## src/rtl/aether_buffer.sv

```systemverilog
module aether_buffer #(
  parameter type payload_t = logic [15:0],
  parameter int  Depth     = 16
) (
  input  logic                     clk_i,
  input  logic                     we_i,
  input  logic [$clog2(Depth)-1:0] waddr_i,
  input  payload_t                 wdata_i,
  input  logic [$clog2(Depth)-1:0] raddr_i,
  output payload_t                 rdata_o
);

  payload_t mem [Depth];

  // Write port
  always_ff @(posedge clk_i)
  begin
    if (we_i)
    begin
      mem[waddr_i] <= wdata_i;
    end
  end

  // Registered read, one cycle latency
  always_ff @(posedge clk_i)
  begin
    rdata_o <= mem[raddr_i];
  end

  a_write_in_range: assert property (@(posedge clk_i)
    we_i |-> waddr_i < Depth)
    else $error("buffer write past Depth");

endmodule

```

## config.mk

```make
export PLATFORM = sky130hd
export DESIGN_NAME = aether_buffer
export DESIGN_NICKNAME = d
export VERILOG_FILES = /design/src/rtl/aether_buffer.sv
export SDC_FILE = /design/constraint.sdc
export NUM_CORES = 1
export LEC_CHECK = 0
export BUFFER_PORTS_ARGS = -buffer_cell sky130_fd_sc_hd__buf_2
export CORE_MARGIN = 10
export CORE_UTILIZATION = 40
export DETAILED_ROUTE_END_ITERATION = 7
export PLACE_DENSITY = 0.54
export SYNTH_ARGS = -nofsm -noshare
export SYNTH_HDL_FRONTEND = slang
export SYNTH_SLANG_ARGS = --single-unit
export TNS_END_PERCENT = 5
```

## constraint.sdc

```tcl
create_clock -name clk_i -period 2.8 [get_ports clk_i]
set_input_delay 0.14 -clock clk_i [delete_from_list [all_inputs] [get_ports clk_i]]
set_output_delay 0.14 -clock clk_i [all_outputs]
set_load 0.02 [all_outputs]
```

==> summary.txt <==
post-cts sizing count = 0
hold path cells = 3
vias in the first global route = 5,085
root buffer cell = clkbuf_16
Vias/cell = 5.347
setup ws final = 1.472 ns
Multi-input gate area = 1967 sq um
proportion of layout cells with a drive suffix above 1 = 31.86%
Crit Path Max Fanout = 23
Die W = 178.5 um
Setup Buffers After CTS = 0
H-tree depth = 1
Max-Cap Viols = 0
nets = 548
RSZ-0062 raised after global routing = no
Hold EP = mem[4][14]$_DFFE_PP_
Detailed Routing Iterations Pass 1 = 4
reg2reg setup slack = 1.48 ns
post-synth top area cell = edfxtp_1
Final HPWL DP = 11,950 um
Antenna Nets Post-Route = 0
part of the power in registers = 54.4%
Peak VDD IR = 0.0006079 V
number of port buffers = 41
synth unique cells = 19
slew margin rel. = 30.05%
Top FF cell, synth = edfxtp_1
Yosys reg bits = 272
max-slew violations = 0
Tmin final = 1.328 ns
Finished Core Util = 48.11%
DP Worst Slack = 0.8808 ns
row cnt = 57
Syn Nets = 458
Synth area leaders = edfxtp_1, mux4_2, dfxtp_1, mux4_1, a22oi_1
initial antenna violation count = 0
Clock Skews = 0.009141 ns
Max Fclk = 752.8 MHz
overall power = 8419 uW
Critical Path RT = 3.21 ns
final worst-path cycle share = 47.44%
Ant. Diodes = 0
clk_lat worst skew = 0.53 ns
Int Power = 6695 uW
Sequential Area = 8008 sq um
Setup Viol. Count Final = 0
CTS Hold Buffers Added = 16
mapped cell area = 10,040 sq um
Die H = 178.5 um
IO Pins = 42
residual overflow from global routing = 0
CTS tree = done
launch point of the worst reg-to-reg path = mem[2][7]$_DFFE_PP_
Final Wtd Congestion = 0.7229
outcome = finished clean
Syn Area/Cell = 23.25 sq um
Comb power frac = 5.3%
P_sw = 1724 uW
Area Growth Syn to Fin = 17.53%
cell count after synthesis = 432
first-pass GRT wire length = 31,660 um
Crit Path Class = in2reg
Synth warnings = 0
ys async rst share = 0%
setup_tns = 0 ns
Pwr Density = 713.2 nW/um^2
crit path DAT = 1.74 ns
filler instances = 2,048
clock sinks = 272
pin count of the biggest net entering global routing = 65
gr usage total = 13.32%
Max Root-Sink Buffers = 3
DR vias = 4,636
Synth top area share = 76.54%
EDFF count, synth = 256
final hold viol count = 0
DRT iter0 DRCs = 336
Worst R2R End = rdata_o[7]$_DFF_P_
register area share after synthesis = 79.73%
clock buffer count from CTS = 29
Core Area = 24,530 sq um
Sw Ratio = 20.47%
Least-Margin Pin Slew = 1.045 ns
worst-case reg-to-reg path depth = 3
per-cell routed wire length = 24.09 um
DRT Wirelength = 20,890 um
DRC errors left = 0
placed inst area = 10,800 sq um
die area = 31,850 sq um
Hold/Removal Path Class = in2reg
CP Launch Type = primary input
clk slew on worst S/H paths = 0.06 ns
Clk pwr share = 40.3%
Worst Setup End Kind = register
Static Leak = 0.003852 uW
Initial Util = 40.94%
hold_sp = waddr_i[0]
fin area = 11,800 sq um
[cells by family after synthesis]
family,count (synthesis),share of synthesized area [%]
AND/OR/NAND/NOR,43,1.918
buffers and inverters,21,1.233
multiplexers,64,14.73
flip-flops,272,79.73
AO/OA/AOI/OAI,32,2.392
[cell usage after synthesis (all sizes together), types with 2 or more instances]
cell,count
edfxtp,256
mux4,64
a22oi,32
nand2,17
dfxtp,16
buf,13
nor2,13
clkbuf,8
nor3,4
nand2b,2
nand3b,2
nor2b,2
[per-stage QoR]
stage	instances	hold WS, ns
after floorplan	432	0.2389
after global placement	799	0.5224
after detailed placement	799	0.5307
after CTS	867	0.2103
after global routing	867	0.2238
final	867	0.2396
[layer usage]
| metal | GRT usage [%] | part of all wire [%] | vias up |
|---|---|---|---|
| met1 | 17.62 | 43 | 2482 |
| met4 | 3.031 | 1.8 | 0 |
| li1 | - | - | 2025 |
| met2 | 22.70 | 51 | 94 |
| met5 | 0 | 0 | - |
| met3 | 2.114 | 4.4 | 35 |
[cell usage in the layout, fill, tap and decap left out, types with 4 or more instances in the layout]
master / netlist / routed
nor3_2: 0 / 4
dfxtp_1: 16 / 16
dlygate4sd3_1: 0 / 16
nand2_1: 17 / 17
clkbuf_1: 8 / 11
clkinv_1: 0 / 5
clkbuf_16: 0 / 29
buf_2: 3 / 40
mux4_1: 10 / 10
mux4_2: 54 / 54
a22oi_1: 32 / 32
nor2_2: 0 / 12
edfxtp_1: 256 / 256
buf_4: 3 / 21
[power by group through the flow]
stage          Sequential [uW]  Clock, uW  Combinational, uW
2_1_floorplan             4690          0                222
3_3_place_gp              4660          0                436
3_5_place_dp              4660          0                444
4_1_cts                   4580       3490                463
5_1_grt                   4580       3660                490
6_report                  4580       3390                449
[registers in the layout (all words and copies together) (netlist names)]
signal	flops
rdata_o	16
mem	256
[worst max path at each step]
stage                     slack (ns)  startpoint             endpoint
after floorplan                 0.60  waddr_i[2]  mem[0][0]$_DFFE_PP_
after global placement          0.89  raddr_i[0]   rdata_o[4]$_DFF_P_
after detailed placement        0.88  raddr_i[0]   rdata_o[4]$_DFF_P_
after CTS                       1.44  raddr_i[0]   rdata_o[4]$_DFF_P_
after global routing            1.34  raddr_i[0]   rdata_o[4]$_DFF_P_
final                           1.47  raddr_i[0]   rdata_o[4]$_DFF_P_
[layout make-up]
cell class / instances / share of cell area [%]
Clock buffer: 42 / 6.731
Clock inverter: 10 / 0.4346
Multi-Input combinational cell: 139 / 16.66
Sequential cell: 272 / 67.84
Tap cell: 324 / 3.434
Timing Repair Buffer: 80 / 4.897
[critical path: stages]
cell and delay [ns]:
buf_4 0.40, buf_4 0.34, mux4_1 0.58, a22oi_1 0.19, nand2_1 0.07
Power figures use the tool's default switching activity.
