**src/rtl/aether_cfg_pkg.sv**
```systemverilog
package aether_cfg_pkg;

  // ----------------------------------------
  // Datapath sizes
  // ----------------------------------------
  localparam int DataWidth     = 8;   // Activation and weight
  localparam int WordWidth     = 16;  // Command and buffer word
  localparam int ResultWidth   = 16;
  localparam int KernelSize    = 3;
  localparam int MaxMatrixSize = 16;

  // Kernel store, two weights per word
  localparam int KernelTaps  = KernelSize * KernelSize;
  localparam int KernelWords = (KernelTaps + 1) / 2;
  localparam int KernelBytes = 2 * KernelWords;

  // Buffer depths for the largest matrix
  localparam int InBufDepth  = MaxMatrixSize * MaxMatrixSize / 2;
  localparam int OutBufDepth = (MaxMatrixSize - 2) * (MaxMatrixSize - 2);

  localparam int InAddrWidth  = $clog2(InBufDepth);
  localparam int OutAddrWidth = $clog2(OutBufDepth);
  localparam int SizeWidth    = $clog2(MaxMatrixSize + 1);  // Holds N up to 16

  // Nine int8 products need 19 bits, one spare
  localparam int AccWidth = 2 * DataWidth + 4;

  // ----------------------------------------
  // Payload types
  // ----------------------------------------
  typedef logic signed [DataWidth-1:0]   act_t;
  typedef logic        [WordWidth-1:0]   word_t;
  typedef logic signed [ResultWidth-1:0] result_t;

endpackage

```
**src/rtl/aether_isa_pkg.sv**
```systemverilog
package aether_isa_pkg;

  // ----------------------------------------
  // Opcodes on instruction_i
  // ----------------------------------------
  localparam logic [3:0] OpNop = 4'd0;
  localparam logic [3:0] OpRst = 4'd1;
  localparam logic [3:0] OpRdr = 4'd2;  // Read register
  localparam logic [3:0] OpWrr = 4'd3;  // Write register
  localparam logic [3:0] OpLip = 4'd4;  // Load input words
  localparam logic [3:0] OpLdw = 4'd5;  // Load kernel words
  localparam logic [3:0] OpCnv = 4'd6;  // Start convolution
  localparam logic [3:0] OpRdo = 4'd7;  // Read one result

  // param_1_i codes for OpLip
  localparam logic [3:0] LipStart = 4'd0;
  localparam logic [3:0] LipCont  = 4'd1;

  // ----------------------------------------
  // Register map
  // ----------------------------------------
  localparam logic [3:0] RegVersn = 4'd0;  // Read only
  localparam logic [3:0] RegHwrid = 4'd1;  // Read only
  localparam logic [3:0] RegMsize = 4'd2;  // Matrix size N
  localparam logic [3:0] RegStats = 4'd3;  // Read only

  localparam logic [15:0] VersnValue = 16'h6C00;
  localparam logic [15:0] HwridValue = 16'hB2E9;
  localparam logic [15:0] MsizeValue = 16'd8;

  // Legal N range
  localparam logic [15:0] MsizeMin = 16'd3;
  localparam logic [15:0] MsizeMax = 16'd16;

  // Status bits in RegStats
  localparam int StatRunning = 0;
  localparam int StatDone    = 1;

endpackage

```
**src/rtl/aether_decoder.sv**
```systemverilog
module aether_decoder (
  input  logic                                       clk_i,
  input  logic                                       reset_i,
  input  logic [3:0]                                 instruction_i,
  input  logic [3:0]                                 param_1_i,
  input  aether_cfg_pkg::word_t                      param_2_i,
  input  aether_cfg_pkg::word_t                      reg_rdata_i,
  input  aether_cfg_pkg::result_t                    out_rdata_i,
  output logic                                       reg_we_o,
  output logic [3:0]                                 reg_addr_o,
  output aether_cfg_pkg::word_t                      reg_wdata_o,
  output logic                                       in_we_o,
  output logic [aether_cfg_pkg::InAddrWidth-1:0]     in_waddr_o,
  output aether_cfg_pkg::word_t                      in_wdata_o,
  output logic                                       kernel_load_o,
  output aether_cfg_pkg::word_t                      kernel_word_o,
  output logic                                       conv_start_o,
  output logic [aether_cfg_pkg::OutAddrWidth-1:0]    out_raddr_o,
  output logic                                       soft_reset_o,
  output aether_cfg_pkg::word_t                      data_o
);

  logic is_lip;
  logic lip_start;
  logic [aether_cfg_pkg::InAddrWidth:0] lip_addr;   // Next word to write, one spare bit
  logic [aether_cfg_pkg::InAddrWidth:0] lip_target;
  logic rdo_tag;                                     // OpRdo issued last cycle

  // ----------------------------------------
  // Strobe decode
  // ----------------------------------------
  assign soft_reset_o  = (instruction_i == aether_isa_pkg::OpRst);
  assign conv_start_o  = (instruction_i == aether_isa_pkg::OpCnv);
  assign kernel_load_o = (instruction_i == aether_isa_pkg::OpLdw);
  assign kernel_word_o = param_2_i;

  assign reg_we_o    = (instruction_i == aether_isa_pkg::OpWrr);
  assign reg_addr_o  = param_1_i;  // Shared by OpRdr and OpWrr
  assign reg_wdata_o = param_2_i;

  assign out_raddr_o = param_2_i[aether_cfg_pkg::OutAddrWidth-1:0];

  // ----------------------------------------
  // Input buffer load
  // ----------------------------------------
  assign is_lip     = (instruction_i == aether_isa_pkg::OpLip);
  assign lip_start  = (param_1_i == aether_isa_pkg::LipStart);
  assign lip_target = lip_start ? '0 : lip_addr;

  // Words past the end are dropped
  assign in_we_o    = is_lip && (lip_start || param_1_i == aether_isa_pkg::LipCont)
                      && (lip_target < aether_cfg_pkg::InBufDepth);
  assign in_waddr_o = lip_target[aether_cfg_pkg::InAddrWidth-1:0];
  assign in_wdata_o = param_2_i;

  always_ff @(posedge clk_i)
  begin
    if (reset_i)
    begin
      lip_addr <= '0;
    end
    else if (in_we_o)
    begin
      lip_addr <= lip_target + 1'b1;
    end
  end

  // ----------------------------------------
  // Read data steering
  // ----------------------------------------
  always_ff @(posedge clk_i)
  begin
    if (reset_i)
    begin
      rdo_tag <= 1'b0;
      data_o  <= '0;
    end
    else
    begin
      rdo_tag <= (instruction_i == aether_isa_pkg::OpRdo);
      if (instruction_i == aether_isa_pkg::OpRdr)
      begin
        data_o <= reg_rdata_i;  // Newer register read wins
      end
      else if (rdo_tag)
      begin
        data_o <= aether_cfg_pkg::word_t'(out_rdata_i);  // Buffer data one cycle late
      end
    end
  end

  // Controller never continues a load past the buffer end
  a_lip_addr_bound: assert property (@(posedge clk_i) disable iff (reset_i)
    is_lip && param_1_i == aether_isa_pkg::LipCont
    |-> lip_addr < aether_cfg_pkg::InBufDepth)
    else $error("input write address passed InBufDepth");

endmodule

```
**config.mk**
```make
export PLATFORM = sky130hd
export DESIGN_NAME = aether_decoder
export DESIGN_NICKNAME = d
export VERILOG_FILES = /design/src/rtl/aether_cfg_pkg.sv /design/src/rtl/aether_isa_pkg.sv /design/src/rtl/aether_decoder.sv
export SDC_FILE = /design/constraint.sdc
export NUM_CORES = 1
export LEC_CHECK = 0
export BUFFER_PORTS_ARGS = -buffer_cell sky130_fd_sc_hd__buf_2
export CAP_MARGIN = 10
export CORE_ASPECT_RATIO = 0.75
export CORE_MARGIN = 3
export CORE_UTILIZATION = 40
export CTS_BUF_LIST = sky130_fd_sc_hd__clkbuf_4 sky130_fd_sc_hd__clkbuf_8
export CTS_CLUSTER_SIZE = 12
export DETAILED_ROUTE_END_ITERATION = 10
export GPL_TIMING_DRIVEN = 0
export PLACE_DENSITY = 0.89
export RECOVER_POWER = 100
export SLEW_MARGIN = 0
export SYNTH_ARGS = -nofsm -noshare
export SYNTH_HDL_FRONTEND = slang
export SYNTH_SLANG_ARGS = --single-unit
```
**constraint.sdc**
```tcl
create_clock -name clk_i -period 2.1 [get_ports clk_i]
set_input_delay 0.105 -clock clk_i [delete_from_list [all_inputs] [get_ports clk_i]]
set_output_delay 0.105 -clock clk_i [all_outputs]
set_load 0.01 [all_outputs]
```
==> impl_metrics.env <==
export IMPL_synth_edff_count=0
export IMPL_ff2ff_path_depth=4
export IMPL_die_area_um2=5150
export IMPL_power_per_cell_area_nw_per_um2=448
export IMPL_worstPathMaxFanout=9
export IMPL_critPathRequiredTime_ns=2.30
export IMPL_path_class="input pin to flip-flop"
export IMPL_power_internal_uw=784
export IMPL_critical_path_buf_inv_count=1
export IMPL_cpPeakStageDelay_ns=0.59
export IMPL_fin_nets=394
export IMPL_setup_viol=0
export IMPL_path_clk_slew_ns=0.08
export IMPL_grt_pass1_vias=1675
export IMPL_fp_dieH_um=62.9
export IMPL_irDropWorstVdd_mv=0.301
export IMPL_worst_pin_slew_ns=0.690
export IMPL_fin_crit_ns=1.64
export IMPL_post_cts_setup_buffer_count=0
export IMPL_clk_path_buf_depth=2
export IMPL_endpoint="lip_addr[4]"
export IMPL_fin_skew_ns=0.00101
export IMPL_post_route_period_util=0.783
export IMPL_antenna_found_initial=0
export IMPL_pwr_share_seq=0.465
export IMPL_layout_setup_ws_ns=0.455
export IMPL_ys_async_sr_fraction=0
export IMPL_cts_tree="built"
export IMPL_synth_flop_cell="dfxtp_1"
export IMPL_gp_congestion=0.797
export IMPL_drtIter0Drc=54
export IMPL_hold_violations=0
export IMPL_pin_count=146
export IMPL_dp_slack_ns=-0.0513
export IMPL_ff2ff_setup_slack_ns=0.48
export IMPL_cp_slowest_cell="nor4_2"
export IMPL_crit_family="simple AND/OR/NAND/NOR gates"
export IMPL_drc=0
export IMPL_overflow=0
export IMPL_yosys_cell_types_count=33
export IMPL_wl_per_cell_um=11.8
export IMPL_ant_nets=0
export IMPL_layout_commonest_cell="clkbuf_1"
export IMPL_root_buffer="clkbuf_8"
export IMPL_leakagePower_uw=0.00101
export IMPL_syn_to_final_growth_pct=37.4
export IMPL_cts_made_buffers=3
export IMPL_post_synth_cell_area_avg_um2=8.55
export IMPL_grt_max_degree=14
export IMPL_insertion_delay_ns=0.26
export IMPL_n_antenna_cell=0
export IMPL_drive_above_1_share=0.326
export IMPL_vias=1751
export IMPL_cts_hold_fix_buffers=0
export IMPL_critPathLaunch="param_1_i[0]"
export IMPL_status="completed"
export IMPL_routed_wl_um=4590
export IMPL_portBuffers=128
export IMPL_cp_cell_sequence="clkbuf_1 > nor4_2 > and2b_1 > ha_1 > nand4b_1 > and2_1 > o21ai_0 > a21oi_1"
export IMPL_path_depth=8
export IMPL_grt_pass1_wl_um=7420
export IMPL_first_pass_iters=4
export IMPL_hold_ws_ns=0.120
export IMPL_clkPwrFrac=0.274
export IMPL_hpwlAfterDp_um=3830
export IMPL_synth_seq_cells=25
export IMPL_hold_class="input pin to flip-flop"
export IMPL_syn_inst=202
export IMPL_initial_utilization=0.421
export IMPL_routed_via_density=4.50
export IMPL_drv_cap=0
export IMPL_fin_tns_setup_ns=0
export IMPL_relSlewSlack=0.540
export IMPL_instances_no_fill=389
export IMPL_placed_cells=385
export IMPL_p_sw_uw=279
export IMPL_h_tree_depth=1
export IMPL_report_final_slew_viol_count=0
export IMPL_chipWidth_um=81.9
export IMPL_most_common_layout_cells="clkbuf_1, buf_4, buf_2"
export IMPL_arrival_ns=1.84
export IMPL_p_comb_frac=0.261
export IMPL_min_delay_start="reg_rdata_i[9]"
export IMPL_grt_usage=0.174
export IMPL_timing_rr_end="data_o[7]"
export IMPL_cp_start_kind="input pin"
export IMPL_syn_cell_area_um2=1730
export IMPL_synth_seq_area_share=0.290
export IMPL_coreArea_um2=4100
export IMPL_clock_sinks=25
export IMPL_switching_share=0.262
export IMPL_fmax_mhz=608
export IMPL_crit_path_end_kind="flip-flop"
export IMPL_yosysWarnings=0
export IMPL_synth_net_count=261
export IMPL_rsz0062_at_grt="false"
export IMPL_row_count=20
export IMPL_timing_rr_start="rdo_tag"
metal layers:
metal / GRT usage / vias up / part of all wire
met2: 0.318 / 51 / 0.52
met3: 0.0331 / 2 / 0.056
met5: 0 / - / 0
met4: 0.0332 / 0 / 0.0050
li1: - / 900 / -
met1: 0.207 / 798 / 0.42
power groups by stage:
stage               Clock [uW]  Combinational [uW]  Sequential, uW
floorplan                    0                 165             511
global placement             0                 293             504
detailed placement           0                 299             505
CTS                        303                 300             494
global route               321                 304             496
finish                     291                 278             494
registers in the layout, indices dropped and copies added (netlist names):
| signal | count |
|---|---|
| data_o | 16 |
| lip_addr | 8 |
| rdo_tag | 1 |
synth_stat cells, drive strengths merged, types with 2 or more instances:
cell | count | area share
and2 | 2 | 0.0072
or3 | 2 | 0.0072
nand2 | 5 | 0.011
and2b | 8 | 0.035
nor3 | 5 | 0.017
clkbuf | 4 | 0.0087
a211oi | 16 | 0.070
nand3 | 3 | 0.012
a21oi | 4 | 0.012
dfxtp | 25 | 0.29
nor3b | 2 | 0.0087
o21ai | 6 | 0.017
nand2b | 3 | 0.011
nor2 | 19 | 0.041
mux2i | 17 | 0.098
or4 | 3 | 0.013
nand4b | 2 | 0.010
buf | 65 | 0.27
tightest hold or removal path: cells and delay by family:
family	cells	cell delay (ns)
AO/OA/AOI/OAI	1	0.05
buffers and inverters	1	0.09
AND/OR/NAND/NOR	1	0.09
timing repair:
action,in CTS,in global routing
gates resized for setup,0,1
setup endpoints to repair,0,1
endpoints found under the hold margin,0,0
per-stage QoR:
| step | power [uW] | instance area [um2] | util |
|---|---|---|---|
| 6_report | 1060 | 2370 | 0.578 |
| 5_1_grt | 1120 | 2370 | 0.578 |
| 4_1_cts | 1100 | 2490 | 0.606 |
| 3_5_place_dp | 804 | 2440 | 0.594 |
| 3_3_place_gp | 797 | 2440 | 0.594 |
| 2_1_floorplan | 677 | 1730 | - |
cell type report:
cell class | count | area (um2)
timing repair buffer | 128 | 529
inverter | 1 | 3.75
fill | 446 | 1730
sequential | 25 | 500
clock buffer | 4 | 48.8
buffer | 69 | 487
tap | 55 | 68.8
multi-input combinational | 107 | 736
logic make-up (layout without fill, tap and decap cells):
group,count (synthesis),count (layout),synth area share
muxes,17,17,0.0985
buffers and inverters,70,202,0.285
xor gates and xnor gates,1,1,0.00507
AOI/OAI and AO/OA,29,29,0.111
and+or+nand+nor,59,59,0.203
adders and majority gates,1,1,0.00724
DFF,25,25,0.290
worst min path at each step:
stage / depth (start not counted) / slack [ns] / to
detailed placement: 2 / 0.39 / kernel_word_o[9]
CTS: 3 / 0.11 / data_o[6]
global placement: 2 / 0.39 / out_raddr_o[5]
finish: 3 / 0.12 / data_o[9]
floorplan: 2 / 0.25 / rdo_tag
global route: 3 / 0.12 / data_o[13]
Power figures use the tool's default switching activity.
