--- config.mk ---
export PLATFORM = sky130hd
export DESIGN_NAME = aether_regs
export DESIGN_NICKNAME = d
export VERILOG_FILES = /design/src/rtl/aether_cfg_pkg.sv /design/src/rtl/aether_isa_pkg.sv /design/src/rtl/aether_regs.sv
export SDC_FILE = /design/constraint.sdc
export NUM_CORES = 1
export LEC_CHECK = 0
export ABC_AREA = 1
export BUFFER_PORTS_ARGS = -buffer_cell sky130_fd_sc_hd__buf_2
export CORE_MARGIN = 5
export CORE_UTILIZATION = 39
export CTS_CLUSTER_SIZE = 12
export DETAILED_ROUTE_END_ITERATION = 6
export PLACE_DENSITY = 0.86
export SETUP_SLACK_MARGIN = 0.4
export SLEW_MARGIN = 0
export SYNTH_ARGS = -nofsm -noshare
export SYNTH_HDL_FRONTEND = slang
export SYNTH_SLANG_ARGS = --single-unit
--- constraint.sdc ---
create_clock -name clk_i -period 1.3 [get_ports clk_i]
set_input_delay 0.26 -clock clk_i [delete_from_list [all_inputs] [get_ports clk_i]]
set_output_delay 0.26 -clock clk_i [all_outputs]
set_load 0.1 [all_outputs]
--- src/rtl/aether_cfg_pkg.sv ---
package aether_cfg_pkg;

  // ----------------------------------------
  // Datapath sizes
  // ----------------------------------------
  localparam int DataWidth     = 8;   // Activation and weight
  localparam int WordWidth     = 16;  // Command and buffer word
  localparam int ResultWidth   = 16;
  localparam int KernelSize    = 3;
  localparam int MaxMatrixSize = 16;

  // Kernel store, two weights per word
  localparam int KernelTaps  = KernelSize * KernelSize;
  localparam int KernelWords = (KernelTaps + 1) / 2;
  localparam int KernelBytes = 2 * KernelWords;

  // Buffer depths for the largest matrix
  localparam int InBufDepth  = MaxMatrixSize * MaxMatrixSize / 2;
  localparam int OutBufDepth = (MaxMatrixSize - 2) * (MaxMatrixSize - 2);

  localparam int InAddrWidth  = $clog2(InBufDepth);
  localparam int OutAddrWidth = $clog2(OutBufDepth);
  localparam int SizeWidth    = $clog2(MaxMatrixSize + 1);  // Holds N up to 16

  // Nine int8 products need 19 bits, one spare
  localparam int AccWidth = 2 * DataWidth + 4;

  // ----------------------------------------
  // Payload types
  // ----------------------------------------
  typedef logic signed [DataWidth-1:0]   act_t;
  typedef logic        [WordWidth-1:0]   word_t;
  typedef logic signed [ResultWidth-1:0] result_t;

endpackage

--- src/rtl/aether_isa_pkg.sv ---
package aether_isa_pkg;

  // ----------------------------------------
  // Opcodes on instruction_i
  // ----------------------------------------
  localparam logic [3:0] OpNop = 4'd0;
  localparam logic [3:0] OpRst = 4'd1;
  localparam logic [3:0] OpRdr = 4'd2;  // Read register
  localparam logic [3:0] OpWrr = 4'd3;  // Write register
  localparam logic [3:0] OpLip = 4'd4;  // Load input words
  localparam logic [3:0] OpLdw = 4'd5;  // Load kernel words
  localparam logic [3:0] OpCnv = 4'd6;  // Start convolution
  localparam logic [3:0] OpRdo = 4'd7;  // Read one result

  // param_1_i codes for OpLip
  localparam logic [3:0] LipStart = 4'd0;
  localparam logic [3:0] LipCont  = 4'd1;

  // ----------------------------------------
  // Register map
  // ----------------------------------------
  localparam logic [3:0] RegVersn = 4'd0;  // Read only
  localparam logic [3:0] RegHwrid = 4'd1;  // Read only
  localparam logic [3:0] RegMsize = 4'd2;  // Matrix size N
  localparam logic [3:0] RegStats = 4'd3;  // Read only

  localparam logic [15:0] VersnValue = 16'h6C00;
  localparam logic [15:0] HwridValue = 16'hB2E9;
  localparam logic [15:0] MsizeValue = 16'd8;

  // Legal N range
  localparam logic [15:0] MsizeMin = 16'd3;
  localparam logic [15:0] MsizeMax = 16'd16;

  // Status bits in RegStats
  localparam int StatRunning = 0;
  localparam int StatDone    = 1;

endpackage

--- src/rtl/aether_regs.sv ---
module aether_regs (
  input  logic                                   clk_i,
  input  logic                                   reset_i,
  input  logic                                   we_i,
  input  logic [3:0]                             addr_i,
  input  aether_cfg_pkg::word_t                  wdata_i,
  input  logic                                   conv_running_i,
  input  logic                                   conv_done_i,
  input  logic                                   conv_start_i,
  output aether_cfg_pkg::word_t                  rdata_o,
  output logic [aether_cfg_pkg::SizeWidth-1:0]   matrix_size_o
);

  logic msize_ok;
  logic done_q;        // Sticky until next OpCnv
  aether_cfg_pkg::word_t stats;

  assign msize_ok = (wdata_i >= aether_isa_pkg::MsizeMin) &&
                    (wdata_i <= aether_isa_pkg::MsizeMax);

  always_ff @(posedge clk_i)
  begin
    if (reset_i)
    begin
      matrix_size_o <= aether_isa_pkg::MsizeValue[aether_cfg_pkg::SizeWidth-1:0];
      done_q        <= 1'b0;
    end
    else
    begin
      if (we_i && addr_i == aether_isa_pkg::RegMsize && msize_ok)
      begin
        matrix_size_o <= wdata_i[aether_cfg_pkg::SizeWidth-1:0];
      end
      if (conv_start_i)
      begin
        done_q <= 1'b0;
      end
      else if (conv_done_i)
      begin
        done_q <= 1'b1;
      end
    end
  end

  always_comb
  begin
    stats = '0;
    stats[aether_isa_pkg::StatRunning] = conv_running_i;
    stats[aether_isa_pkg::StatDone]    = done_q;
  end

  // Combinational read port
  always_comb
  begin
    case (addr_i)
      aether_isa_pkg::RegVersn: rdata_o = aether_isa_pkg::VersnValue;
      aether_isa_pkg::RegHwrid: rdata_o = aether_isa_pkg::HwridValue;
      aether_isa_pkg::RegMsize: rdata_o = aether_cfg_pkg::word_t'(matrix_size_o);
      aether_isa_pkg::RegStats: rdata_o = stats;
      default:                  rdata_o = '0;
    endcase
  end

  a_msize_range: assert property (@(posedge clk_i) disable iff (reset_i)
    matrix_size_o >= 3 && matrix_size_o <= aether_cfg_pkg::MaxMatrixSize)
    else $error("matrix size left the legal range");

endmodule

==> flow_metrics.py, run 1 <==
metrics = {
    "floorplanning": {
        "placement_rows": 14,
        "die-height_um": 49.9,
        "initial_core_util": 0.411,
        "fp.dieW_um": 49.9,
        "io-pin-count": 47,
    },
    "synthesis": {
        "synth_cell_types": 18,
        "asyncSetResetFlopFracSynth": 0,
        "yosys.area.top_type": "sky130_fd_sc_hd__dfxtp_1",
        "synth_nets": 126,
        "synth_top_flop_cell": "sky130_fd_sc_hd__dfxtp_1",
        "synth_warnings": 0,
        "syn_area_um2": 619,
        "synthCells": 100,
        "synth_area_per_cell_um2": 6.19,
        "synth.top_cell.area_share": 0.194,
        "synth-seq-area-share": 0.194,
        "ff_latch_count_synth": 6,
        "netlist_top_cells_area": "sky130_fd_sc_hd__dfxtp_1 (19%), sky130_fd_sc_hd__nor2_1 (13%), sky130_fd_sc_hd__nand2_1 (12%)",
        "synth.top_cells.by_count": "sky130_fd_sc_hd__nor2_1 (22), sky130_fd_sc_hd__nand2_1 (20), sky130_fd_sc_hd__inv_1 (14), sky130_fd_sc_hd__buf_4 (8), sky130_fd_sc_hd__dfxtp_1 (6)",
        "number_of_enable_type_register_cells_in_the_synthesized_netlist": 0,
        "synth.most_common_cell": "sky130_fd_sc_hd__nor2_1",
    },
    "status": {
        "stop_stage": "global routing",
        "outcome": "aborted with a tool error",
        "error_that_stopped_the_run": "[ERROR DPL-0038] Utilization greater than 100%, impossible to legalize",
    },
    "clocking": {
        "clockRootBuffer": "sky130_fd_sc_hd__clkbuf_4",
        "htree_num_levels": 1,
        "cts_made_buffers": 3,
        "tritoncts_num_sinks": 6,
        "cts-root-to-sink-buffers": 2,
    },
    "placed_design": {
        "post-dp-hpwl_um": 2190,
        "number_of_instances_in_the_placed_design": 161,
        "buffer_ports.inserted": 45,
        "dpl_worst_slack_ns": -0.152,
        "gp_routability_congestion": 0.860,
    },
    "global_route": {
        "maximum_number_of_pins_on_one_net_before_global_route_repair": 7,
    },
    "timing": {
        "repair-timing-grt-worst-ep": "rdata_o[11]",
        "worst_path_end_type": "top-level output",
    },
}
through the flow:
step	setup TNS (ns)	cell area, um2
CTS	-0.559	1460
global placement	-1.01	1310
floorplan	-3.46	792
detailed placement	-1.76	1310
logic make-up after synthesis:
kind of cell | count (synthesis) | synth area share
flops | 6 | 0.194
simple gates | 65 | 0.568
buf+inv | 24 | 0.194
compound gates | 4 | 0.0384
other cells | 1 | 0.00605
repair_timing:
action	4_1_cts
endpoints found under the setup margin	25
gates resized for setup	25
pin swaps	9
setup buffers	6
hold buffers	0
==> run 2, diff against run 1 <==
--- a/config.mk
+++ b/config.mk
@@ -7,12 +7,10 @@
 export LEC_CHECK = 0
 export ABC_AREA = 1
 export BUFFER_PORTS_ARGS = -buffer_cell sky130_fd_sc_hd__buf_2
-export CORE_MARGIN = 5
-export CORE_UTILIZATION = 39
-export CTS_CLUSTER_SIZE = 12
+export CORE_AREA = 5 5 66 68
 export DETAILED_ROUTE_END_ITERATION = 6
-export PLACE_DENSITY = 0.86
-export SETUP_SLACK_MARGIN = 0.4
+export DIE_AREA = 0 0 71 73
+export PLACE_DENSITY_LB_ADDON = 0.15
 export SLEW_MARGIN = 0
 export SYNTH_ARGS = -nofsm -noshare
 export SYNTH_HDL_FRONTEND = slang
==> flow_metrics.py, run 2 <==
metrics = {
    "min_path": {
        "hold-path-cell-count": 2,
        "worstHoldPathType": "input port to register",
    },
    "floorplanning": {
        "io-pin-count": 47,
        "fp.dieW_um": 71,
        "core_area_um2": 3800,
        "die_area_um2": 5180,
        "placement_rows": 23,
        "initial_core_util": 0.163,
        "die-height_um": 73,
    },
    "drt": {
        "wire_per_inst_um": 9.88,
        "vias_per_cell": 3.77,
        "drt-total-wl_um": 2010,
        "remaining_drc_errors": 0,
        "ant_nets": 0,
        "detailedRoute.firstPassIterationCount": 2,
        "vias": 765,
        "dr.first_iter.drc_count": 10,
    },
    "synthesis": {
        "yosys.area.top_type": "sky130_fd_sc_hd__dfxtp_1",
        "number_of_enable_type_register_cells_in_the_synthesized_netlist": 0,
        "synthCells": 100,
        "syn_area_um2": 619,
        "ff_latch_count_synth": 6,
        "synth.top_cell.area_share": 0.194,
        "synth_cell_types": 18,
        "synth.top_cells.by_count": "sky130_fd_sc_hd__nor2_1 (22), sky130_fd_sc_hd__nand2_1 (20), sky130_fd_sc_hd__inv_1 (14), sky130_fd_sc_hd__buf_4 (8), sky130_fd_sc_hd__dfxtp_1 (6)",
        "synth_nets": 126,
        "synth_top_flop_cell": "sky130_fd_sc_hd__dfxtp_1",
        "synth_warnings": 0,
        "synth.most_common_cell": "sky130_fd_sc_hd__nor2_1",
        "synth-seq-area-share": 0.194,
        "asyncSetResetFlopFracSynth": 0,
        "netlist_top_cells_area": "sky130_fd_sc_hd__dfxtp_1 (19%), sky130_fd_sc_hd__nor2_1 (13%), sky130_fd_sc_hd__nand2_1 (12%)",
        "synth_area_per_cell_um2": 6.19,
    },
    "critical_path": {
        "startpoint": "addr_i[3]",
        "cp_cell_sequence": "buf_8 > nor2_8 > nand3_4 > clkinvlp_4 > buf_12",
        "critical_path.n_buffers_inverters": 3,
        "critical_path_arrival_ns": 1.08,
        "ff2ff_setup_slack_ns": 0.69,
        "worst-path-stages": 5,
        "rr_endpoint": "matrix_size_o[1]",
        "cp_max_fo": 6,
        "timing.critical_path.max_delay_family": "buffers and inverters",
        "timing.rr.start": "matrix_size_o[1]",
        "startpoint_type": "input port",
        "timing.critical_path.required_ns": 1.04,
        "critPathCaptureType": "output port",
        "cp-endpoint": "rdata_o[5]",
        "timing.reg2reg.worst_path_depth": 2,
        "largest_stage_delay_on_the_critical_path_ns": 0.24,
        "critPathSlowestCell": "sky130_fd_sc_hd__clkinvlp_4",
        "timing_worst_setup_path_type": "input port to output port",
    },
    "global_route": {
        "grt_antenna_before_repair": 0,
        "wire_length_of_the_first_global_routing_pass_um": 3350,
        "globalRouteTotalUtil": 0.0808,
        "globalRouteOverflowTotal": 0,
        "first_global_vias": 792,
        "maximum_number_of_pins_on_one_net_before_global_route_repair": 7,
    },
    "timing": {
        "finalSetupViolations": 8,
        "worst_slack_ns": -0.0418,
        "max_clock_freq_mhz": 745,
        "final_hold_slack_ns": 0.211,
        "number_of_hold_slack_violations_in_the_final_timing_report": 0,
        "fin_crit_ns": 1.34,
        "skew_ns": 0,
        "fin_setup_tns_ns": -0.323,
        "timing_max_transition_violations_final": 0,
        "layout_worst_path_cycle_share": 1.03,
        "rsz0062_at_grt": "true",
    },
    "clocking": {
        "worst_setup_hold_path_clk_slew_ns": 0.03,
        "htree_num_levels": 1,
        "clock_insertion_delay_worst_skew_ns": 0.21,
        "cts_made_buffers": 3,
        "tritoncts": "done",
        "cts-root-to-sink-buffers": 2,
        "clockRootBuffer": "sky130_fd_sc_hd__clkbuf_8",
        "tritoncts_num_sinks": 6,
    },
    "power": {
        "finalPower_w": 0.000784,
        "p_clk_frac": 0.360,
        "switching_share": 0.339,
        "ir_drop_worst_vdd_uv": 252,
        "internal_power_w": 0.000518,
        "p_switching_w": 0.000266,
        "powerDensity_nw_per_um2": 541,
        "power_leakage_nw": 0.631,
        "seq_power_share": 0.229,
        "comb_power_share": 0.411,
    },
    "placed_design": {
        "gp_routability_congestion": 0.661,
        "post-dp-hpwl_um": 1810,
        "buffer_ports.inserted": 45,
    },
    "layout": {
        "final_common_cell": "sky130_fd_sc_hd__buf_2",
        "drive_above_1_share": 0.614,
        "largest_reg_flops": 5,
        "nNetsFinal": 180,
        "top_register": "matrix_size_o",
        "num_antenna_cells": 0,
        "layout_common_cells": "sky130_fd_sc_hd__buf_2 (21), sky130_fd_sc_hd__buf_12 (20), sky130_fd_sc_hd__nor2_1 (19)",
        "postLayoutCoreUtil": 0.381,
        "reg_top3": "matrix_size_o (5), done_q (1)",
        "areaGrowthSynthToFinish_pct": 134,
    },
    "run": {
        "maxCapViolations": 0,
    },
    "status": {
        "violations_in_the_final_reports": "negative setup slack",
        "outcome": "finished with violations",
    },
}
## run 2: cell counts after synthesis
No cell type changed its count.
## run 2: worst min-delay path by stage
stage               slack, ns         start          endpoint
floorplan                0.32       reset_i  matrix_size_o[4]
global placement         0.43  conv_start_i            done_q
detailed placement       0.44  conv_start_i            done_q
CTS                      0.21  conv_start_i            done_q
global route             0.22  conv_start_i            done_q
finish                   0.21  conv_start_i            done_q
## run 2: cells by family after synthesis
group,after synthesis,share of synthesized area
and+or+nand+nor,65,0.568
buffers and inverters,24,0.194
DFF,6,0.194
AOI/OAI and AO/OA,4,0.0384
other,1,0.00605
## run 2: worst register-to-register path: cells and delay by family, from the launching register on
family | cells | cell delay [ns]
flops | 1 | 0.36
simple gates | 2 | 0.15
## run 2: what timing repair did
item | 4_1_cts | 5_1_grt
endpoints found under the setup margin | 15 | 14
gates resized for setup | 19 | 7
endpoints found under the hold margin | 0 | 0
pin swaps | 6 | 6
hold buffers | 0 | 0
setup buffers | 1 | 2
## run 2: area by class of cell
type | count | area (um2)
Fill cell | 401 | 2350
Multi-Input combinational cell | 70 | 463
Inverter | 16 | 73.8
Tap cell | 50 | 62.6
Clock buffer | 4 | 45.0
Sequential cell | 6 | 136
Timing Repair Buffer | 57 | 667
## run 2: stage by stage
step,setup WS (ns),cells,cell area (um2)
after floorplan,-0.608,100,738
after global placement,-0.147,196,1290
after detailed placement,-0.153,196,1290
after CTS,-0.0602,201,1410
after global routing,-0.0829,203,1450
final,-0.0418,203,1450
## run 2: metal layers
metal / global-route usage / vias up / routed length (um)
met4: 0.0251 / 0 / 8
met1: 0.0781 / 338 / 672
met2: 0.161 / 17 / 1220
met5: 0 / - / 0
met3: 0.0262 / 2 / 106
li1: - / 408 / -
## run 2: power by group through the flow
| stage | clock network, W | registers [W] | logic (W) |
|---|---|---|---|
| 3_3_place_gp | 0 | 0.000182 | 0.000291 |
| 3_5_place_dp | 0 | 0.000182 | 0.000293 |
| 2_1_floorplan | 0 | 0.000182 | 0.000178 |
| 4_1_cts | 0.000291 | 0.000179 | 0.000317 |
| 6_report | 0.000282 | 0.000179 | 0.000322 |
| 5_1_grt | 0.000305 | 0.000179 | 0.000344 |
Power figures use the tool's default switching activity.
