--- src/rtl/aether_cfg_pkg.sv ---
package aether_cfg_pkg;

  // ----------------------------------------
  // Datapath sizes
  // ----------------------------------------
  localparam int DataWidth     = 8;   // Activation and weight
  localparam int WordWidth     = 16;  // Command and buffer word
  localparam int ResultWidth   = 16;
  localparam int KernelSize    = 3;
  localparam int MaxMatrixSize = 16;

  // Kernel store, two weights per word
  localparam int KernelTaps  = KernelSize * KernelSize;
  localparam int KernelWords = (KernelTaps + 1) / 2;
  localparam int KernelBytes = 2 * KernelWords;

  // Buffer depths for the largest matrix
  localparam int InBufDepth  = MaxMatrixSize * MaxMatrixSize / 2;
  localparam int OutBufDepth = (MaxMatrixSize - 2) * (MaxMatrixSize - 2);

  localparam int InAddrWidth  = $clog2(InBufDepth);
  localparam int OutAddrWidth = $clog2(OutBufDepth);
  localparam int SizeWidth    = $clog2(MaxMatrixSize + 1);  // Holds N up to 16

  // Nine int8 products need 19 bits, one spare
  localparam int AccWidth = 2 * DataWidth + 4;

  // ----------------------------------------
  // Payload types
  // ----------------------------------------
  typedef logic signed [DataWidth-1:0]   act_t;
  typedef logic        [WordWidth-1:0]   word_t;
  typedef logic signed [ResultWidth-1:0] result_t;

endpackage

--- src/rtl/aether_conv3x3.sv ---
module aether_conv3x3 (
  input  logic                                     clk_i,
  input  logic                                     reset_i,
  input  logic                                     start_i,
  input  logic                                     kernel_load_i,
  input  aether_cfg_pkg::word_t                    kernel_word_i,
  input  logic [aether_cfg_pkg::SizeWidth-1:0]     matrix_size_i,
  input  aether_cfg_pkg::word_t                    in_rdata_i,
  output logic [aether_cfg_pkg::InAddrWidth-1:0]   in_raddr_o,
  output logic                                     out_we_o,
  output logic [aether_cfg_pkg::OutAddrWidth-1:0]  out_waddr_o,
  output aether_cfg_pkg::result_t                  out_wdata_o,
  output logic                                     running_o,
  output logic                                     done_o
);

  aether_cfg_pkg::act_t kernel [aether_cfg_pkg::KernelBytes];

  // Walker state
  logic                                  walk;
  logic [aether_cfg_pkg::SizeWidth-1:0]  n_q;      // N latched at start
  logic [aether_cfg_pkg::SizeWidth-1:0]  lim;
  logic [aether_cfg_pkg::SizeWidth-1:0]  row, col;
  logic [1:0]                            ti, tj;   // Tap row and column
  logic                                  last_tap, last_col, last_row;
  logic [2*aether_cfg_pkg::SizeWidth-1:0] act_idx;

  // Pipeline stages
  logic       s1_valid, s1_sel, s1_first, s1_last, s1_final;
  logic [3:0] s1_tap;
  logic       s2_valid, s2_first, s2_last, s2_final;
  aether_cfg_pkg::act_t    act;
  aether_cfg_pkg::result_t s2_prod;
  logic signed [aether_cfg_pkg::AccWidth-1:0] acc, acc_next;
  logic [aether_cfg_pkg::OutAddrWidth-1:0] out_idx;

  // ----------------------------------------
  // Kernel store
  // ----------------------------------------
  always_ff @(posedge clk_i)
  begin
    if (reset_i)
    begin
      for (int b = 0; b < aether_cfg_pkg::KernelBytes; b++)
        kernel[b] <= '0;
    end
    else if (kernel_load_i)
    begin
      for (int b = 0; b < aether_cfg_pkg::KernelBytes - 2; b++)
        kernel[b] <= kernel[b+2];
      kernel[aether_cfg_pkg::KernelBytes-2] <= kernel_word_i[7:0];  // Low byte first
      kernel[aether_cfg_pkg::KernelBytes-1] <= kernel_word_i[15:8];
    end
  end

  // ----------------------------------------
  // Walker over row, column and tap
  // ----------------------------------------
  assign lim      = n_q - 3'd3;
  assign last_tap = (ti == 2'd2) && (tj == 2'd2);
  assign last_col = (col == lim);
  assign last_row = (row == lim);
  assign act_idx  = (row + ti) * n_q + (col + tj);
  assign in_raddr_o = act_idx[aether_cfg_pkg::InAddrWidth:1];  // Two activations per word

  always_ff @(posedge clk_i)
  begin
    if (reset_i)
    begin
      walk      <= 1'b0;
      running_o <= 1'b0;
      n_q       <= '0;
      row       <= '0;
      col       <= '0;
      ti        <= '0;
      tj        <= '0;
    end
    else if (start_i && !running_o)
    begin
      walk      <= 1'b1;
      running_o <= 1'b1;
      n_q       <= matrix_size_i;
      row       <= '0;
      col       <= '0;
      ti        <= '0;
      tj        <= '0;
    end
    else
    begin
      if (s2_valid && s2_final)
        running_o <= 1'b0;  // Drops with the done pulse
      if (walk)
      begin
        if (tj != 2'd2)
          tj <= tj + 1'b1;
        else
        begin
          tj <= '0;
          if (ti != 2'd2)
            ti <= ti + 1'b1;
          else
          begin
            ti <= '0;
            if (!last_col)
              col <= col + 1'b1;
            else
            begin
              col <= '0;
              row <= row + 1'b1;
              if (last_row)
                walk <= 1'b0;
            end
          end
        end
      end
    end
  end

  // ----------------------------------------
  // Read, multiply, accumulate
  // ----------------------------------------
  assign act      = s1_sel ? in_rdata_i[15:8] : in_rdata_i[7:0];
  assign acc_next = s2_first ? s2_prod : acc + s2_prod;

  always_ff @(posedge clk_i)
  begin
    if (reset_i)
    begin
      s1_valid <= 1'b0;
      s2_valid <= 1'b0;
      out_we_o <= 1'b0;
      done_o   <= 1'b0;
      out_idx  <= '0;
    end
    else
    begin
      s1_valid <= walk;
      s2_valid <= s1_valid;
      out_we_o <= s2_valid && s2_last;
      done_o   <= s2_valid && s2_final;
      if (start_i && !running_o)
        out_idx <= '0;
      else if (s2_valid && s2_last)
        out_idx <= out_idx + 1'b1;
    end
  end

  // Payload registers
  always_ff @(posedge clk_i)
  begin
    s1_sel   <= act_idx[0];  // Odd index sits in the high byte
    s1_tap   <= 4'(ti * 3 + tj);
    s1_first <= (ti == 2'd0) && (tj == 2'd0);
    s1_last  <= last_tap;
    s1_final <= last_tap && last_col && last_row;
    s2_prod  <= act * kernel[s1_tap];
    s2_first <= s1_first;
    s2_last  <= s1_last;
    s2_final <= s1_final;
    if (s2_valid)
      acc <= acc_next;
    out_waddr_o <= out_idx;
    if (acc_next > 32767)
      out_wdata_o <= 16'sh7FFF;  // Clamp to int16
    else if (acc_next < -32768)
      out_wdata_o <= 16'sh8000;
    else
      out_wdata_o <= acc_next[aether_cfg_pkg::ResultWidth-1:0];
  end

  // A start during a run must not rewind the result pointer
  a_no_restart: assert property (@(posedge clk_i) disable iff (reset_i)
    running_o && start_i |=> out_idx >= $past(out_idx))
    else $error("start honored while running");

endmodule

--- config.mk ---
export PLATFORM = sky130hd
export DESIGN_NAME = aether_conv3x3
export DESIGN_NICKNAME = d
export VERILOG_FILES = /design/src/rtl/aether_cfg_pkg.sv /design/src/rtl/aether_conv3x3.sv
export SDC_FILE = /design/constraint.sdc
export NUM_CORES = 1
export LEC_CHECK = 0
export BUFFER_PORTS_ARGS = -buffer_cell sky130_fd_sc_hd__buf_2
export CAP_MARGIN = 10
export CORE_UTILIZATION = 49
export CTS_CLUSTER_SIZE = 12
export DETAILED_ROUTE_END_ITERATION = 10
export MAX_ROUTING_LAYER = met4
export PLACE_DENSITY = 0.68
export SLEW_MARGIN = 15
export SYNTH_ARGS = -nofsm -noshare
export SYNTH_HDL_FRONTEND = slang
export SYNTH_SLANG_ARGS = --single-unit
export TNS_END_PERCENT = 100
--- constraint.sdc ---
create_clock -name clk_i -period 6.97 [get_ports clk_i]
set_input_delay 1.394 -clock clk_i [delete_from_list [all_inputs] [get_ports clk_i]]
set_output_delay 1.394 -clock clk_i [all_outputs]
set_load 0.05 [all_outputs]
==> results.sh, run 1 <==
export IMPL_hold_path_class="reg -> reg"
export IMPL_period_share=0.8984
export IMPL_switching_share=0.3798
export IMPL_coreArea_um2=23610
export IMPL_grt_pass1_wl_um=36510
export IMPL_comb_power_share=0.402
export IMPL_worst_setup_path_end_kind="primary output"
export IMPL_utilization=0.5543
export IMPL_synthTopCellsByArea="edfxtp_1 (25%), dfxtp_1 (14%), fa_1 (13%)"
export IMPL_grt_use_total=0.1939
export IMPL_final_setup_viol_count=0
export IMPL_fin_crit_ns=6.262
export IMPL_seqCellArea_um2=4684
export IMPL_place_gp_congestion=0.8423
export IMPL_hpwlAfterDp_um=15930
export IMPL_synth_xor_area_frac=0.05458
export IMPL_startpoint_type="flip-flop"
export IMPL_r2r_cells=21
export IMPL_max_cap_viol_count=0
export IMPL_tightestPinTransition_ns=1.165
export IMPL_port_buffers=74
export IMPL_fin_nets=1376
export IMPL_slew_headroom=0.2226
export IMPL_clock_skew_ns=0.01957
export IMPL_cts_setup_buffers=0
export IMPL_synth_compound_area_frac=0.07432
export IMPL_grt_pass1_vias=7595
export IMPL_timing_setup_tns_ns=0
export IMPL_synth_most_common_cell="inv_1"
export IMPL_synth_edf_count=100
export IMPL_switchingPower_mw=1.461
export IMPL_wirelength_um=21390
export IMPL_internal_power_mw=2.386
export IMPL_p_per_area_nw_per_um2=293.9
export IMPL_hold_viol_final=0
export IMPL_rows=56
export IMPL_synth_seq_cells=184
export IMPL_insertion_delay_ns=0.43
export IMPL_vias=7639
export IMPL_fmax_mhz=159.7
export IMPL_multi_input_area_um2=6442
export IMPL_synth_common_cells="inv_1 (141), edfxtp_1 (100), and2_1 (99)"
export IMPL_report_final_slew_viol_count=0
export IMPL_drcViolationCount=0
export IMPL_cp_required_ns=5.58
export IMPL_criticalPathCategory="reg -> out"
export IMPL_die_w_um=157.5
export IMPL_initial_core_util=0.5020
export IMPL_synthArstFlopShare=0
export IMPL_die_h_um=157.5
export IMPL_yosysSeqAreaShare=0.3952
export IMPL_seqPwrFrac=0.358
export IMPL_synth_top_family_by_area="adder cells"
export IMPL_ctsLongestPathBuffers=2
export IMPL_yosysWarnings=0
export IMPL_synthCells=1122
export IMPL_cts_resized=0
export IMPL_cp_max_fo=5
export IMPL_grt_overflow=0
export IMPL_hold_buffers=0
export IMPL_antenna_cells=0
export IMPL_cts_root_buf="clkbuf_16"
export IMPL_pin_count=75
export IMPL_clkSinkCount=184
export IMPL_cp_arrival_ns=4.87
export IMPL_synth_fa_ha_area_frac=0.2027
export IMPL_status="completed"
export IMPL_layout_drive_gt1_share=0.1565
export IMPL_antenna_found_initial=0
export IMPL_synth_area_per_cell_um2=10.56
export IMPL_rsz0062_at_grt="no"
export IMPL_drtIter0Drc=399
export IMPL_syn_to_final_growth_pct=10.42
export IMPL_clkPwrFrac=0.240
export IMPL_drt_first_pass_iters=5
export IMPL_synth_mux_area_frac=0.05922
export IMPL_via_per_inst=5.026
export IMPL_syn_nets=1310
export IMPL_h_tree_depth=4
export IMPL_yosys_area_top_type="edfxtp_1"
export IMPL_postRouteAntennaNets=0
export IMPL_synth_ff_type="edfxtp_1"
export IMPL_p_leak_nw=5.701
export IMPL_synth_cell_type_count=65
export IMPL_cts_tree="yes"
export IMPL_cts_buffers=17
export IMPL_grt_max_degree=81
export IMPL_synthSimpleGateAreaFrac=0.1519
export IMPL_holdPathStages=0
export IMPL_dieArea_um2=24820
export IMPL_fillers=2090
export IMPL_holdWs_ns=0.3288
export IMPL_yosys_area_top_type_share=0.2534
export IMPL_path_clk_slew_ns=0.07
export IMPL_syn_area_um2=11850
export IMPL_wire_per_inst_um=14.07
export IMPL_vdd_drop_max_uv=200.1
-- power groups by stage --
stage / combinational [mW] / clock (mW) / sequential (mW)
final: 1.55 / 0.923 / 1.38
after global routing: 1.75 / 0.990 / 1.39
after floorplan: 1.09 / 0 / 1.54
after global placement: 1.53 / 0 / 1.40
after CTS: 1.56 / 0.947 / 1.38
after detailed placement: 1.55 / 0 / 1.40
-- through the flow --
step | setup WS, ns | cell area [µm²] | power, mW | cells
floorplan | 1.130 | 11850 | 2.635 | 1122
global placement | 0.9396 | 12530 | 2.928 | 1488
detailed placement | 0.8134 | 12530 | 2.952 | 1488
CTS | 0.6726 | 13090 | 3.884 | 1520
global route | 0.2395 | 13090 | 4.133 | 1520
finish | 0.7081 | 13090 | 3.846 | 1520
-- registers in the layout (all words and copies together) (netlist names), 2 cells and up, named ones only --
| register | flops |
|---|---|
| row | 5 |
| ti | 2 |
| acc | 20 |
| out_idx | 8 |
| col | 5 |
| s2_prod | 16 |
| out_waddr_o | 8 |
| kernel | 80 |
| n_q | 5 |
| out_wdata_o | 16 |
| tj | 2 |
-- routing by layer --
metal | track usage | vias to the layer above | share of wire
li1 | - | 3830 | -
met1 | 0.2512 | 3697 | 0.47
met2 | 0.3156 | 97 | 0.49
met3 | 0.02726 | 15 | 0.025
met4 | 0.05918 | 0 | 0.011
met5 | - | - | 0
-- cell usage in the layout, fill, tap and decap left out, types with 7 or more instances in the layout --
cell type,synthesis,routed
clkbuf_16,0,17
o21ai_0,25,25
mux2_2,9,9
mux2i_1,24,24
nand4_1,7,7
mux4_2,16,16
xnor2_1,47,47
and2_1,99,99
nand3_1,9,9
edfxtp_1,100,100
buf_4,7,13
nand2b_1,9,9
a21oi_1,47,47
o21ai_2,10,10
nand2_1,88,88
or2_2,18,17
fa_1,75,75
dfxtp_1,84,84
o21ai_1,9,9
a21o_1,8,8
xor2_1,19,19
nor2b_1,16,15
buf_2,3,74
ha_1,72,72
nor2_1,85,85
inv_1,141,141
-- path summary, 6_finish.rpt --
kind / start / end / slack, ns
setup reg to reg: flip-flop / s2_prod[14]$_DFF_P_ / 0.89
hold reg to reg: s1_first$_DFF_P_ / s2_first$_DFF_P_ / 0.33
hold / removal: s1_first$_DFF_P_ / s2_first$_DFF_P_ / 0.33
setup / recovery: row[0]$_SDFFE_PP0P_ / in_raddr_o[6] / 0.71
-- layout make-up --
| type | instances | area share |
|---|---|---|
| clock buffers | 17 | 0.03250 |
| clock inverters | 15 | 0.01033 |
| inverters | 142 | 0.04073 |
| multi-input cells | 756 | 0.4923 |
| flip-flops and latches | 184 | 0.3579 |
| well taps | 319 | 0.03050 |
| repair buffers | 87 | 0.03576 |
-- kinds of logic after synthesis --
family / after synthesis
xor gates and xnor gates: 69
muxes: 49
adders and majority gates: 147
buffers and inverters: 182
and+or+nand+nor: 356
DFF: 184
AOI/OAI and AO/OA: 135
-- worst max-delay path, stage by stage (launching register included) --
cell,delay [ns]
dfxtp_1,0.38
ha_1,0.27
fa_1,0.42
xor2_1,0.36
nand2_1,0.13
fa_1,0.51
fa_1,0.53
fa_1,0.55
inv_1,0.04
ha_1,0.31
inv_1,0.08
o21bai_1,0.10
a21o_1,0.19
a21oi_1,0.16
xnor2_1,0.13
buf_2,0.28
Note: power is estimated with default switching activity, not from simulation.
==> run 2: changes to the inputs <==
Settings changed: ABC_CLOCK_PERIOD_IN_PS set to 6970, CTS_CLUSTER_SIZE 12 to not set, REMOVE_ABC_BUFFERS set to 1.
==> results.sh, run 2 (synthesis results as in run 1) <==
export IMPL_via_per_inst=5.108
export IMPL_insertion_delay_ns=0.44
export IMPL_postRouteAntennaNets=0
export IMPL_fin_crit_ns=6.242
export IMPL_slew_headroom=0.2733
export IMPL_top_register="kernel"
export IMPL_p_per_area_nw_per_um2=301.0
export IMPL_startpoint_type="flip-flop"
export IMPL_place_gp_congestion=0.8698
export IMPL_final_cell_mix="inv_1 (141), edfxtp_1 (100), and2_1 (99), nand2_1 (88), nor2_1 (85)"
export IMPL_max_cap_viol_count=0
export IMPL_initial_core_util=0.5020
export IMPL_h_tree_depth=4
export IMPL_largest_reg_flops=80
export IMPL_wire_per_inst_um=14.59
export IMPL_antenna_found_initial=0
export IMPL_cp_arrival_ns=4.85
export IMPL_switching_share=0.3887
export IMPL_reg2reg_slack_ns=0.82
export IMPL_die_h_um=157.5
export IMPL_drcViolationCount=0
export IMPL_grt_pass1_vias=7853
export IMPL_worst_setup_path_end_kind="primary output"
export IMPL_drtIter0Drc=347
export IMPL_final_common_cell="inv_1"
export IMPL_timing_setup_tns_ns=0
export IMPL_cp_max_fo=6
export IMPL_finalInstanceArea_um2=13220
export IMPL_r2r_cells=20
export IMPL_cp_required_ns=5.58
export IMPL_vdd_drop_max_uv=180.6
export IMPL_port_buffers=74
export IMPL_internal_power_mw=2.432
export IMPL_path_clk_slew_ns=0.08
export IMPL_cts_root_buf="clkbuf_16"
export IMPL_placed_area_um2=12570
export IMPL_hpwlAfterDp_um=16720
export IMPL_die_w_um=157.5
export IMPL_hold_path_class="reg -> reg"
export IMPL_r2r_end="s2_prod[14]$_DFF_P_"
export IMPL_wirelength_um=22240
export IMPL_rows=56
export IMPL_clkSinkCount=184
export IMPL_grt_max_degree=81
export IMPL_cts_buffers=17
export IMPL_vias=7784
export IMPL_cts_setup_buffers=0
export IMPL_dieArea_um2=24820
export IMPL_coreArea_um2=23610
export IMPL_cts_resized=0
export IMPL_seqPwrFrac=0.347
export IMPL_report_final_slew_viol_count=0
export IMPL_hold_buffers=0
export IMPL_comb_power_share=0.390
export IMPL_clock_skew_ns=0.01763
export IMPL_fmax_mhz=160.2
export IMPL_final_setup_viol_count=0
export IMPL_period_share=0.8956
export IMPL_grt_use_total=0.2021
export IMPL_reg_top3="kernel (80), acc (20)"
export IMPL_drt_first_pass_iters=7
export IMPL_tightestPinTransition_ns=1.090
export IMPL_utilization=0.5599
export IMPL_switchingPower_mw=1.547
export IMPL_antenna_cells=0
export IMPL_syn_to_final_growth_pct=11.54
export IMPL_criticalPathCategory="reg -> out"
export IMPL_layout_drive_gt1_share=0.1610
export IMPL_fin_nets=1380
export IMPL_grt_overflow=0
export IMPL_cp_endpoint="in_raddr_o[6]"
export IMPL_hold_viol_final=0
export IMPL_pin_count=75
export IMPL_status="completed"
export IMPL_cts_tree="yes"
export IMPL_grt_pass1_wl_um=38160
export IMPL_crit_start="ti[0]$_SDFFE_PP0P_"
export IMPL_rsz0062_at_grt="no"
export IMPL_ctsLongestPathBuffers=2
export IMPL_clkPwrFrac=0.263
export IMPL_dp_slack_ns=0.7132
export IMPL_fin_ws_ns=0.7276
export IMPL_p_leak_nw=5.772
==> run 2: cell types whose count changed in the layout (fill, tap and decap cells not counted), sizes merged <==
cell      before  now
inv          149  154
buf           87   91
clkinv         5    3
clkinvlp       3    0
==> run 2: worst min-delay path by stage <==
stage,startpoint,to,depth (start not counted)
after CTS,s1_final$_DFF_P_,s2_final$_DFF_P_,0
after global routing,s1_first$_DFF_P_,s2_first$_DFF_P_,0
after detailed placement,s1_final$_DFF_P_,s2_final$_DFF_P_,0
after global placement,s1_last$_DFF_P_,s2_last$_DFF_P_,0
final,s1_final$_DFF_P_,s2_final$_DFF_P_,0
after floorplan,s1_final$_DFF_P_,s2_final$_DFF_P_,0
==> run 2: cell type report <==
cell class | count | area [µm²]
Multi-Input combinational cell | 756 | 6442
Tap cell | 319 | 399.1
Fill cell | 2104 | 10390
Inverter | 142 | 533.0
Clock buffer | 17 | 425.4
Sequential cell | 184 | 4684
Clock inverter | 15 | 225.2
Timing Repair Buffer | 91 | 510.5
==> run 2: per-layer routing <==
layer,GRT usage,wire length (µm),up-vias
li1,-,-,3839
met1,0.2605,10410,3812
met2,0.3310,10970,111
met3,0.03084,577,22
met4,0.05640,282,0
met5,-,0,-
==> run 2: critical path, stage by stage (launching register included) <==
cell	delay [ns]
dfxtp_1	0.41
ha_1	0.25
fa_1	0.40
xor2_1	0.37
nand2_1	0.13
fa_1	0.48
fa_1	0.53
fa_1	0.56
inv_1	0.05
ha_1	0.31
inv_1	0.08
o21bai_1	0.10
a21o_1	0.19
a21oi_1	0.16
xnor2_1	0.12
buf_2	0.27
==> run 2: power by group through the flow <==
stage / Sequential [mW] / Combinational [mW] / Clock, mW
2_1_floorplan: 1.55 / 1.07 / 0
3_3_place_gp: 1.41 / 1.52 / 0
3_5_place_dp: 1.41 / 1.55 / 0
4_1_cts: 1.38 / 1.56 / 1.06
5_1_grt: 1.40 / 1.75 / 1.11
6_report: 1.38 / 1.55 / 1.05
==> run 2: metrics by stage <==
stage	power, mW	hold WS (ns)	instances
2_1_floorplan	2.618	0.3096	1082
3_3_place_gp	2.926	0.3115	1492
3_5_place_dp	2.956	0.3136	1492
4_1_cts	4.009	0.3328	1524
5_1_grt	4.256	0.3460	1524
6_report	3.979	0.3330	1524
==> run 3: changes to the inputs <==
--- a/config.mk
+++ b/config.mk
@@ -10,6 +10,9 @@
 export CAP_MARGIN = 10
-export CORE_UTILIZATION = 49
+export CELL_PAD_IN_SITES_DETAIL_PLACEMENT = 1
+export CELL_PAD_IN_SITES_GLOBAL_PLACEMENT = 2
+export CORE_UTILIZATION = 41
 export DETAILED_ROUTE_END_ITERATION = 10
 export MAX_ROUTING_LAYER = met4
-export PLACE_DENSITY = 0.68
+export PLACE_DENSITY = 0.82
+export RECOVER_POWER = 50
 export REMOVE_ABC_BUFFERS = 1
==> constraint.sdc (replaced) <==
create_clock -name clk_i -period 6.97 [get_ports clk_i]
set_input_delay 1.0455 -clock clk_i [delete_from_list [all_inputs] [get_ports clk_i]]
set_output_delay 1.0455 -clock clk_i [all_outputs]
set_load 0.05 [all_outputs]
==> results.sh, run 3 (synthesis results as in run 1) <==
export IMPL_hold_viol_final=0
export IMPL_layout_drive_gt1_share=0.1458
export IMPL_grt_pass1_wl_um=43080
export IMPL_holdPathStages=0
export IMPL_grt_max_degree=81
export IMPL_holdWs_ns=0.3217
export IMPL_internal_power_mw=2.462
export IMPL_report_final_slew_viol_count=112
export IMPL_hold_path_class="reg -> reg"
export IMPL_reg2reg_slack_ns=0.75
export IMPL_switching_share=0.3845
export IMPL_fin_nets=1382
export IMPL_fin_crit_ns=6.220
export IMPL_vdd_drop_max_uv=184.5
export IMPL_postRouteAntennaNets=0
export IMPL_cp_arrival_ns=6.58
export IMPL_dieArea_um2=29590
export IMPL_clkSinkCount=184
export IMPL_final_cell_mix="inv_1 (141), edfxtp_1 (100), nand2_1 (88), nor2_1 (85), dfxtp_1 (84)"
export IMPL_pin_count=75
export IMPL_p_per_area_nw_per_um2=302.1
export IMPL_rsz0062_at_grt="no"
export IMPL_port_buffers=74
export IMPL_comb_power_share=0.396
export IMPL_wire_per_inst_um=16.08
export IMPL_path_clk_slew_ns=0.07
export IMPL_placed_area_um2=12650
export IMPL_fmax_mhz=160.8
export IMPL_worst_setup_path_end_kind="flip-flop"
export IMPL_cts_setup_buffers=0
export IMPL_startpoint_type="flip-flop"
export IMPL_final_common_cell="inv_1"
export IMPL_drcViolationCount=0
export IMPL_grt_use_total=0.1945
export IMPL_place_gp_congestion=0.8037
export IMPL_hpwlAfterDp_um=19080
export IMPL_rows=61
export IMPL_cts_tree="yes"
export IMPL_max_cap_viol_count=2
export IMPL_top_register="kernel"
export IMPL_period_share=0.8924
export IMPL_slew_headroom=-0.6971
export IMPL_via_per_inst=4.967
export IMPL_h_tree_depth=4
export IMPL_r2r_end="s2_prod[14]$_DFF_P_"
export IMPL_vias=7872
export IMPL_seqPwrFrac=0.347
export IMPL_coreArea_um2=28090
export IMPL_syn_to_final_growth_pct=11.69
export IMPL_tightestPinTransition_ns=2.546
export IMPL_reg_top3="kernel (80), acc (20)"
export IMPL_criticalPathCategory="reg -> reg"
export IMPL_cp_max_fo=24
export IMPL_hold_buffers=0
export IMPL_holdPathEnd="s2_last$_DFF_P_"
export IMPL_insertion_delay_ns=0.45
export IMPL_die_w_um=172.0
export IMPL_status="finished, violations left"
export IMPL_cts_resized=0
export IMPL_violations="max-capacitance violations, max-slew violations"
export IMPL_ctsLongestPathBuffers=2
export IMPL_cp_required_ns=7.33
export IMPL_hp_start="s1_last$_DFF_P_"
export IMPL_wirelength_um=25480
export IMPL_finalInstanceArea_um2=13240
export IMPL_cts_buffers=17
export IMPL_clkPwrFrac=0.257
export IMPL_largest_reg_flops=80
export IMPL_cts_root_buf="clkbuf_16"
export IMPL_antenna_found_initial=0
export IMPL_drtIter0Drc=247
export IMPL_switchingPower_mw=1.538
export IMPL_drt_first_pass_iters=5
export IMPL_grt_pass1_vias=8573
export IMPL_timing_setup_tns_ns=0
export IMPL_antenna_cells=0
export IMPL_clock_skew_ns=0.01343
export IMPL_p_leak_nw=5.656
export IMPL_grt_overflow=0
export IMPL_initial_core_util=0.4220
export IMPL_final_setup_viol_count=0
export IMPL_die_h_um=172.0
export IMPL_r2r_cells=20
==> run 3: how the worst max path moves through the flow <==
stage / from / end / slack [ns] / cells past startpoint
6_report: flip-flop / s2_prod[14]$_DFF_P_ / 0.75 / 20
5_1_grt: flip-flop / s2_prod[14]$_DFF_P_ / 0.35 / 20
4_1_cts: flip-flop / s2_prod[14]$_DFF_P_ / 0.69 / 20
3_5_place_dp: flip-flop / s2_prod[14]$_DFF_P_ / 0.74 / 20
3_3_place_gp: flip-flop / s2_prod[14]$_DFF_P_ / 0.94 / 20
2_1_floorplan: flip-flop / s2_prod[14]$_DFF_P_ / 0.78 / 19
==> run 3: metrics by stage <==
stage          utilization  power (mW)  cells  setup WS (ns)
2_1_floorplan            -       2.618   1082         0.7768
3_5_place_dp        0.4502       3.013   1553         0.7411
4_1_cts             0.4725       4.064   1585         0.6872
3_3_place_gp        0.4502       2.970   1553         0.9363
5_1_grt             0.4713       4.294   1585         0.3480
6_report            0.4713       3.999   1585         0.7499
==> run 3: final cells by class <==
| type | count | area, µm² |
|---|---|---|
| Clock inverter | 15 | 198.9 |
| Fill cell | 3147 | 14850 |
| Timing Repair Buffer | 93 | 480.5 |
| Sequential cell | 184 | 4684 |
| Tap cell | 378 | 473.0 |
| Multi-Input combinational cell | 756 | 6442 |
| Clock buffer | 17 | 425.4 |
| Inverter | 142 | 533.0 |
==> run 3: power groups by stage <==
stage          sequential [mW]  clock [mW]  combinational [mW]
2_1_floorplan             1.55           0                1.07
3_3_place_gp              1.41           0                1.56
3_5_place_dp              1.41           0                1.60
4_1_cts                   1.39        1.06                1.62
5_1_grt                   1.41        1.10                1.79
6_report                  1.39        1.03                1.58
==> run 3: routing by layer <==
layer / global-route usage / routed length (µm)
met1: 0.2324 / 11470
met2: 0.3375 / 13000
met5: - / 0
met4: 0.05579 / 405
met3: 0.03182 / 605
==> run 3: critical path, stage by stage (launching register included) <==
cell and delay (ns):
dfxtp_1 0.31, buf_4 0.40, mux4_2 0.57, mux2_2 0.28, o21ai_1 0.60, or2_2 0.24, fa_1 0.43, fa_1 0.52
inv_1 0.05, fa_1 0.47, inv_1 0.05, fa_1 0.53, inv_1 0.05, ha_1 0.32, o21ai_0 0.13, a21boi_0 0.24
o21ai_0 0.15, a21boi_0 0.28, o21ai_0 0.15, a211o_1 0.30, o211ai_1 0.08
